`src/axi_arb_pkg.sv`:
```
package axi_arb_pkg;

    // ==================================================
    // Field widths
    // ==================================================
    localparam int ID_W    = 4;
    localparam int PC_W    = 32;
    localparam int ADDR_W  = 64;
    localparam int DATA_W  = 64;

    typedef logic [ID_W-1:0]   id_t;          // Transaction ID where zero means no grant
    typedef logic [PC_W-1:0]   fetch_addr_t;  // Instruction fetch pc
    typedef logic [ADDR_W-1:0] bus_addr_t;    // Shared bus and memory address
    typedef logic [DATA_W-1:0] data_t;        // One read beat

    // ==================================================
    // Arbiter states
    // ==================================================
    // A round either serves one source in single, or both sources in
    // first and second, and always passes through finish before idle
    typedef enum logic [2:0] {
        ARB_IDLE   = 3'd0,   // Waiting for any pending source
        ARB_SINGLE = 3'd1,   // Serving the only pending source
        ARB_FIRST  = 3'd2,   // Serving memory when both were pending
        ARB_SECOND = 3'd3,   // Serving fetch after memory completed
        ARB_FINISH = 3'd4    // One idle cycle before the next round
    } arb_state_e;

    // ==================================================
    // Default source IDs
    // ==================================================
    localparam id_t DEF_FETCH_ID = 4'd1;   // Instruction fetch
    localparam id_t DEF_MEM_ID   = 4'd2;   // Load unit

endpackage

```
`src/bus_req_if.sv`:
```
`timescale 1ns/10ps

// Carries one granted request from the arbiter to the AXI master and the
// completion of that request back the other way
interface bus_req_if;

    import axi_arb_pkg::*;

    // Grant side, driven by the arbiter
    logic      valid;    // A request is granted
    id_t       id;       // Source ID of the granted request
    bus_addr_t addr;     // Address of the granted request

    // Completion side, driven by the master
    logic      done;     // One-cycle completion pulse
    id_t       ret_id;   // ID returned with the read beat
    data_t     rdata;    // Data returned with the read beat

    modport arb (
        output valid,
        output id,
        output addr,
        input  done,
        input  ret_id,
        input  rdata
    );

    modport mst (
        input  valid,
        input  id,
        input  addr,
        output done,
        output ret_id,
        output rdata
    );

endinterface

```
`src/req_hold.sv`:
```
`timescale 1ns/10ps

module req_hold #(
    parameter type               addr_t = axi_arb_pkg::bus_addr_t,
    parameter axi_arb_pkg::id_t  SRC_ID = axi_arb_pkg::DEF_FETCH_ID
) (
    input  logic                    clk,
    input  logic                    rst_n,
    input  logic                    req,
    input  addr_t                   req_addr,
    input  logic                    done,
    input  axi_arb_pkg::id_t        ret_id,
    input  axi_arb_pkg::data_t      rdata,
    output logic                    pending,
    output axi_arb_pkg::bus_addr_t  hold_addr,
    output logic                    resp_valid,
    output axi_arb_pkg::data_t      resp_data
);

    import axi_arb_pkg::*;

    logic      accept;     // A new strobe is taken
    logic      complete;   // The completion belongs to this source
    bus_addr_t ext_addr;   // Request address widened to the bus

    assign ext_addr = bus_addr_t'(req_addr);          // Zero-extends the 32-bit pc
    assign accept   = req && !pending;                // A repeat while pending is dropped
    assign complete = pending && done && (ret_id == SRC_ID);

    // ==================================================
    // Pending level and response pulse
    // ==================================================
    always_ff @(posedge clk or negedge rst_n) begin
        if (!rst_n) begin
            pending    <= 1'b0;
            resp_valid <= 1'b0;
        end else begin
            resp_valid <= complete;                   // Exactly one cycle per completion
            if (complete) begin
                pending <= 1'b0;
            end else if (accept) begin
                pending <= 1'b1;
            end
        end
    end

    // Address captured on a new request and data on its completion
    always_ff @(posedge clk) begin
        if (accept) begin
            hold_addr <= ext_addr;                    // Held until the response returns
        end
        if (complete) begin
            resp_data <= rdata;
        end
    end

endmodule

```
`src/read_arbiter.sv`:
```
`timescale 1ns/10ps

module read_arbiter #(
    parameter axi_arb_pkg::id_t FETCH_ID = axi_arb_pkg::DEF_FETCH_ID,
    parameter axi_arb_pkg::id_t MEM_ID   = axi_arb_pkg::DEF_MEM_ID
) (
    input  logic                    clk,
    input  logic                    rst_n,
    input  logic                    fetch_pending,
    input  axi_arb_pkg::bus_addr_t  fetch_addr,
    input  logic                    mem_pending,
    input  axi_arb_pkg::bus_addr_t  mem_addr,
    bus_req_if.arb                  bus
);

    import axi_arb_pkg::*;

    arb_state_e state;
    arb_state_e next_state;
    logic       sel_mem;       // Source served in single, latched in idle
    id_t        single_id;     // ID granted in single
    bus_addr_t  single_addr;   // Address granted in single
    logic       single_done;
    logic       first_done;
    logic       second_done;

    assign single_id   = sel_mem ? MEM_ID : FETCH_ID;
    assign single_addr = sel_mem ? mem_addr : fetch_addr;

    // Completion matched against the source granted in each state
    assign single_done = bus.done && (bus.ret_id == single_id);
    assign first_done  = bus.done && (bus.ret_id == MEM_ID);
    assign second_done = bus.done && (bus.ret_id == FETCH_ID);

    // ==================================================
    // State sequencing
    // ==================================================
    always_ff @(posedge clk or negedge rst_n) begin
        if (!rst_n) begin
            state   <= ARB_IDLE;
            sel_mem <= 1'b0;
        end else begin
            state <= next_state;
            if (state == ARB_IDLE) begin
                sel_mem <= mem_pending;               // Fixes the source for the whole round
            end
        end
    end

    always_comb begin
        next_state = state;
        case (state)
            ARB_IDLE: begin
                if (fetch_pending && mem_pending) begin
                    next_state = ARB_FIRST;           // Memory goes first when both arrive
                end else if (fetch_pending || mem_pending) begin
                    next_state = ARB_SINGLE;
                end
            end
            ARB_SINGLE: if (single_done) next_state = ARB_FINISH;
            ARB_FIRST:  if (first_done)  next_state = ARB_SECOND;
            ARB_SECOND: if (second_done) next_state = ARB_FINISH;
            ARB_FINISH: next_state = ARB_IDLE;
            default:    next_state = ARB_IDLE;
        endcase
    end

    // ==================================================
    // Registered grant
    // ==================================================
    // Outputs follow the present state one edge later. Valid drops as
    // soon as the grant completes so the master sees every new grant
    always_ff @(posedge clk or negedge rst_n) begin
        if (!rst_n) begin
            bus.valid <= 1'b0;
            bus.id    <= '0;
            bus.addr  <= '0;
        end else begin
            case (state)
                ARB_SINGLE: begin
                    bus.valid <= !single_done;
                    bus.id    <= single_id;
                    bus.addr  <= single_addr;
                end
                ARB_FIRST: begin
                    bus.valid <= !first_done;
                    bus.id    <= MEM_ID;
                    bus.addr  <= mem_addr;
                end
                ARB_SECOND: begin
                    bus.valid <= !second_done;
                    bus.id    <= FETCH_ID;
                    bus.addr  <= fetch_addr;
                end
                default: begin
                    bus.valid <= 1'b0;
                    bus.id    <= '0;                  // ID zero marks no grant
                    bus.addr  <= '0;
                end
            endcase
        end
    end

endmodule

```
`src/axi_rd_master.sv`:
```
`timescale 1ns/10ps

module axi_rd_master (
    input  logic                    clk,
    input  logic                    rst_n,
    input  logic                    arready,
    input  logic                    rvalid,
    input  axi_arb_pkg::id_t        rid,
    input  axi_arb_pkg::data_t      rdata_in,
    bus_req_if.mst                  bus,
    output logic                    arvalid,
    output axi_arb_pkg::id_t        arid,
    output axi_arb_pkg::bus_addr_t  araddr
);

    logic issued;      // An AR was already sent for the current grant
    logic new_grant;   // Grant seen that has no AR yet
    logic ar_fire;     // AR handshake on this edge

    assign new_grant = bus.valid && !issued && !arvalid;
    assign ar_fire   = arvalid && arready;

    // ==================================================
    // AR channel
    // ==================================================
    always_ff @(posedge clk or negedge rst_n) begin
        if (!rst_n) begin
            arvalid <= 1'b0;
            issued  <= 1'b0;
        end else begin
            if (new_grant) begin
                arvalid <= 1'b1;
                issued  <= 1'b1;
            end else if (ar_fire) begin
                arvalid <= 1'b0;                      // Low arready only stretches this
            end
            if (!bus.valid) begin
                issued <= 1'b0;                       // Ready for the next grant
            end
        end
    end

    // Address and ID stay put until the handshake
    always_ff @(posedge clk) begin
        if (new_grant) begin
            arid   <= bus.id;
            araddr <= bus.addr;
        end
    end

    // ==================================================
    // R channel
    // ==================================================
    // Every beat is accepted and is the last one of its read
    always_ff @(posedge clk or negedge rst_n) begin
        if (!rst_n) begin
            bus.done <= 1'b0;
        end else begin
            bus.done <= rvalid;                       // One cycle per beat
        end
    end

    always_ff @(posedge clk) begin
        if (rvalid) begin
            bus.ret_id <= rid;
            bus.rdata  <= rdata_in;
        end
    end

endmodule

```
`src/mem_arb_top.sv`:
```
`timescale 1ns/10ps

module mem_arb_top #(
    parameter axi_arb_pkg::id_t FETCH_ID = axi_arb_pkg::DEF_FETCH_ID,
    parameter axi_arb_pkg::id_t MEM_ID   = axi_arb_pkg::DEF_MEM_ID
) (
    input  logic                        clk,
    input  logic                        rst_n,
    input  logic                        fetch_req,
    input  axi_arb_pkg::fetch_addr_t    fetch_pc,
    input  logic                        mem_req,
    input  axi_arb_pkg::bus_addr_t      mem_addr,
    input  logic                        arready,
    input  logic                        rvalid,
    input  axi_arb_pkg::id_t            rid,
    input  axi_arb_pkg::data_t          rdata,
    output logic                        fetch_resp_valid,
    output axi_arb_pkg::data_t          fetch_resp_data,
    output logic                        mem_resp_valid,
    output axi_arb_pkg::data_t          mem_resp_data,
    output logic                        arvalid,
    output axi_arb_pkg::id_t            arid,
    output axi_arb_pkg::bus_addr_t      araddr
);

    import axi_arb_pkg::*;

    logic      fetch_pending;
    bus_addr_t fetch_hold_addr;   // Zero-extended pc
    logic      mem_pending;
    bus_addr_t mem_hold_addr;

    bus_req_if bus_if ();

    // ==================================================
    // Input stages
    // ==================================================
    req_hold #(.addr_t(fetch_addr_t), .SRC_ID(FETCH_ID)) fetch_hold_inst (
        .clk        (clk),
        .rst_n      (rst_n),
        .req        (fetch_req),
        .req_addr   (fetch_pc),
        .done       (bus_if.done),      // Completion goes to both stages
        .ret_id     (bus_if.ret_id),
        .rdata      (bus_if.rdata),
        .pending    (fetch_pending),
        .hold_addr  (fetch_hold_addr),
        .resp_valid (fetch_resp_valid),
        .resp_data  (fetch_resp_data)
    );

    req_hold #(.addr_t(bus_addr_t), .SRC_ID(MEM_ID)) mem_hold_inst (
        .clk        (clk),
        .rst_n      (rst_n),
        .req        (mem_req),
        .req_addr   (mem_addr),
        .done       (bus_if.done),
        .ret_id     (bus_if.ret_id),
        .rdata      (bus_if.rdata),
        .pending    (mem_pending),
        .hold_addr  (mem_hold_addr),
        .resp_valid (mem_resp_valid),
        .resp_data  (mem_resp_data)
    );

    // ==================================================
    // Arbiter and AXI read master
    // ==================================================
    read_arbiter #(.FETCH_ID(FETCH_ID), .MEM_ID(MEM_ID)) read_arbiter_inst (
        .clk           (clk),
        .rst_n         (rst_n),
        .fetch_pending (fetch_pending),
        .fetch_addr    (fetch_hold_addr),
        .mem_pending   (mem_pending),
        .mem_addr      (mem_hold_addr),
        .bus           (bus_if.arb)
    );

    axi_rd_master axi_rd_master_inst (
        .clk      (clk),
        .rst_n    (rst_n),
        .arready  (arready),
        .rvalid   (rvalid),
        .rid      (rid),
        .rdata_in (rdata),
        .bus      (bus_if.mst),
        .arvalid  (arvalid),
        .arid     (arid),
        .araddr   (araddr)
    );

endmodule

```
`config.mk`:
```
export PLATFORM = sky130hd
export DESIGN_NAME = mem_arb_top
export DESIGN_NICKNAME = d
export VERILOG_FILES = /design/src/axi_arb_pkg.sv /design/src/bus_req_if.sv /design/src/req_hold.sv /design/src/read_arbiter.sv /design/src/axi_rd_master.sv /design/src/mem_arb_top.sv
export SDC_FILE = /design/constraint.sdc
export NUM_CORES = 1
export LEC_CHECK = 0
export ABC_AREA = 1
export BUFFER_PORTS_ARGS = -buffer_cell sky130_fd_sc_hd__buf_2
export CORE_ASPECT_RATIO = 1.75
export CORE_MARGIN = 8
export CORE_UTILIZATION = 30
export CTS_BUF_LIST = sky130_fd_sc_hd__clkbuf_4 sky130_fd_sc_hd__clkbuf_8 sky130_fd_sc_hd__clkbuf_16
export CTS_CLUSTER_DIAMETER = 60
export DETAILED_ROUTE_END_ITERATION = 8
export HOLD_SLACK_MARGIN = 0.1
export SYNTH_ARGS = -nofsm -noshare
export SYNTH_HDL_FRONTEND = slang
export SYNTH_SLANG_ARGS = --single-unit
```
`constraint.sdc`:
```
create_clock -name clk -period 3.5 [get_ports clk]
set_input_delay 0.525 -clock clk [delete_from_list [all_inputs] [get_ports clk]]
set_output_delay 0.525 -clock clk [all_outputs]
set_load 0.02 [all_outputs]
```
==> impl_metrics.csv <==
group,metric,value,unit
global_routing,grt_first_pass_wirelength,45.1,mm
timing,fin_crit,1800,ps
die,placementRows,103,
flow_run,cap_viol_max_count,0,
setup_path,critPathMaxFanout,66,
synth,yosysTopAreaCell,"edfxtp_1",
hold_path,holdCritStartpoint,"fetch_pc[1]",
final_layout,nets,1251,
hold_path,hold_class,"in2reg",
timing,fin_skew,12.9,ps
clock_network,cts_max_path_buffers,3,
route,vias,6761,
final_layout,nFillCells,4207,
die,num_io_pins,369,
pwr,p_leak,7.22,nW
place,dp_hpwl,22.3,mm
setup_path,worstReg2RegStart,"axi_rd_master_inst.arvalid",
setup_path,start_kind,"flop",
setup_path,cp_cell_sequence,"inv_1 > nand2_1 > nor2_4 > buf_4",
pwr,ir_worst_vdd,505,uV
synth,synth_compound_gate_area_share,0.00384,
setup_path,cpPeakStageDelay,670,ps
hold_path,worstHoldEndpoint,"fetch_hold_inst.hold_addr[1]",
final_layout,synthToLayoutAreaGrowth,29.1,%
place,port_buffers,366,
route,via_per_inst,4.00,
global_routing,met2_usage,0.195,
synth,synth_cells,675,
global_routing,overflow,0,
setup_path,rrSetupSlack,1700,ps
synth,ys.warnings.count,0,
final_layout,layout-drive-gt1-share,0.405,
die,coreArea,45100,um^2
hold_path,hold_depth,1,
place,place.gp.congestion,0.755,
timing,max_freq,555,MHz
timing,period_share,0.515,
setup_path,critPathRequiredTime,3650,ps
timing,slew_headroom,0.331,
route,routed_wl,30.6,mm
synth,synth_area_leaders,"edfxtp_1 79%, dfrtp_1 14%, nand2_1 3.2%",
global_routing,met3_usage,0.0308,
synth,synthAdderAreaFrac,0,
die,die_h,299,um
setup_path,slowest_stage,"buf_4",
clock_network,post-cts-setup-buffers,0,
global_routing,antenna_found_initial,2,
global_routing,top_usage_layer,"met2",
synth,ys_seq_area_frac,0.928,
setup_path,worstReg2RegEnd,"axi_rd_master_inst.araddr[45]",
clock_network,cts_root_buf,"clkbuf_16",
route,drc,0,
setup_path,arrival,1950,ps
global_routing,grt_max_degree,70,
clock_network,cts_tree,"done",
clock_network,insertion_delay,530,ps
timing,layout_setup_ws,1700,ps
timing,drv_slew,0,
timing,setup_viol,0,
run_status,status,"finished, final reports clean",
pwr,power,0.0133,W
final_layout,fin_util,0.392,
die,dieArea,53000,um^2
synth,synth.mux.area_fraction,0,
route,dr.first_iter.drc_count,273,
final_layout,final_common_cell,"buf_2",
global_routing,use_met1,0.127,
synth,synthSimpleGateAreaFrac,0.0479,
setup_path,crit_family,"buffers and inverters",
place,place_ws,1600,ps
synth,yosys.area_share.xor_xnor,0,
place,post_dp_cell_area,16300,um^2
synth,synth_top_area_share,0.785,
synth,synth.ff_latch_count,436,
clock_network,htreeDepth,2,
timing,hold_viol_final,0,
route,postRouteAntennaNets,0,
clock_network,cts.sinks,436,
route,dr.pass1.iters,4,
pwr,powerDensity,751,nW/um^2
global_routing,grtUsageTotal,0.112,
clock_network,clk_pin_slew,60,ps
synth,synth_top_family_by_area,"simple AND/OR/NAND/NOR gates",
setup_path,path_buf_inv,2,
timing,rsz0062_at_grt,"no",
setup_path,ff2ff_path_depth,4,
die,start_util,0.303,
synth,avgSynthCellArea,20.3,um^2
global_routing,grt_pass1_vias,7272,
timing,finalSetupTns,0,ps
route,routedWlPerCell,18.1,um
final_layout,layout_common_cells,"364 x buf_2, 358 x edfxtp_1, 118 x nand2_1",
setup_path,critPathCaptureType,"flop",
timing,tightest_slew,1000,ps
final_layout,stdcell_area,17700,um^2
synth,netlist_area,13700,um^2
clock_network,numCtsBuffers,41,
setup_path,path_class,"reg2reg",
setup_path,crit_start,"axi_rd_master_inst.arvalid",
die,die_w,177,um
synth,ys_types,19,
-- worst max-delay path by stage --
stage | cells after the start | slack, ps | end
floorplan | 3 | 740 | axi_rd_master_inst.araddr[0]
global placement | 4 | 1620 | mem_hold_inst.hold_addr[43]
detailed placement | 4 | 1600 | mem_hold_inst.hold_addr[45]
CTS | 4 | 1680 | axi_rd_master_inst.araddr[54]
global route | 4 | 1590 | axi_rd_master_inst.araddr[54]
finish | 4 | 1700 | axi_rd_master_inst.araddr[45]
-- cell type report --
type | instances | area [um^2] | share of cell area
multi-input combinational | 180 | 746 | 0.0422
tap | 577 | 722 | 0.0409
timing repair buffer | 373 | 1920 | 0.108
sequential | 436 | 12700 | 0.719
inverter | 49 | 186 | 0.0106
clock buffer | 52 | 1140 | 0.0647
clock inverter | 23 | 248 | 0.0140
antenna | 2 | 5.00 | 0.000283
-- routing by layer --
layer | up-vias | part of all wire
met5 | - | 0
met4 | 0 | 0.033
met3 | 53 | 0.092
met2 | 310 | 0.49
met1 | 3192 | 0.38
li1 | 3206 | -
-- per-stage QoR --
stage	cells	hold slack (ps)
3_3_place_gp	1614	401
3_5_place_dp	1614	404
5_1_grt	1690	124
4_1_cts	1690	120
6_report	1692	164
2_1_floorplan	676	229
-- flip-flops by register name, summed over array words and instances (netlist names) --
name,count
fetch_hold_inst.pending,1
read_arbiter_inst.bus.addr,64
axi_rd_master_inst.arid,2
read_arbiter_inst.bus.id,2
fetch_hold_inst.resp_valid,1
read_arbiter_inst.state,3
fetch_hold_inst.hold_addr,32
mem_hold_inst.pending,1
axi_rd_master_inst.bus.done,1
mem_hold_inst.hold_addr,64
axi_rd_master_inst.araddr,64
axi_rd_master_inst.issued,1
read_arbiter_inst.bus.valid,1
axi_rd_master_inst.bus.ret_id,4
axi_rd_master_inst.arvalid,1
axi_rd_master_inst.bus.rdata,64
read_arbiter_inst.sel_mem,1
mem_hold_inst.resp_valid,1
fetch_hold_inst.resp_data,64
mem_hold_inst.resp_data,64
-- kinds of logic after synthesis --
| group | count (synthesis) |
|---|---|
| flip-flops | 436 |
| AND/OR/NAND/NOR | 170 |
| buffers and inverters | 60 |
| AO/OA/AOI/OAI | 8 |
| other | 1 |
-- cells in the mapped netlist (all sizes together) --
library cell,number
edfxtp,358
nand2,118
nor3b,1
nor2,44
buf,11
nand4,2
dfrtp,78
conb,1
o21ai,3
a21oi,4
o22ai,1
nand3,5
inv,49
-- power breakdown --
group	leakage (nW)	internal, W	switching (W)
combinational	2.21	0.000481	0.00142
clock	0.689	0.00264	0.00185
sequential	4.32	0.00661	0.000261
total	7.22	0.00973	0.00353
-- worst register-to-register path, stage by stage (launching register included) --
cell and delay [ps]:
dfrtp_1 370, inv_1 70, nand2_1 110, nor2_4 90, buf_4 670
-- repair_timing --
item                                   in CTS  in global routing
endpoints found under the hold margin      25                  0
hold buffers                                1                  0
gates resized for setup                     0                  0
Note: power is estimated with default switching activity, not from simulation.
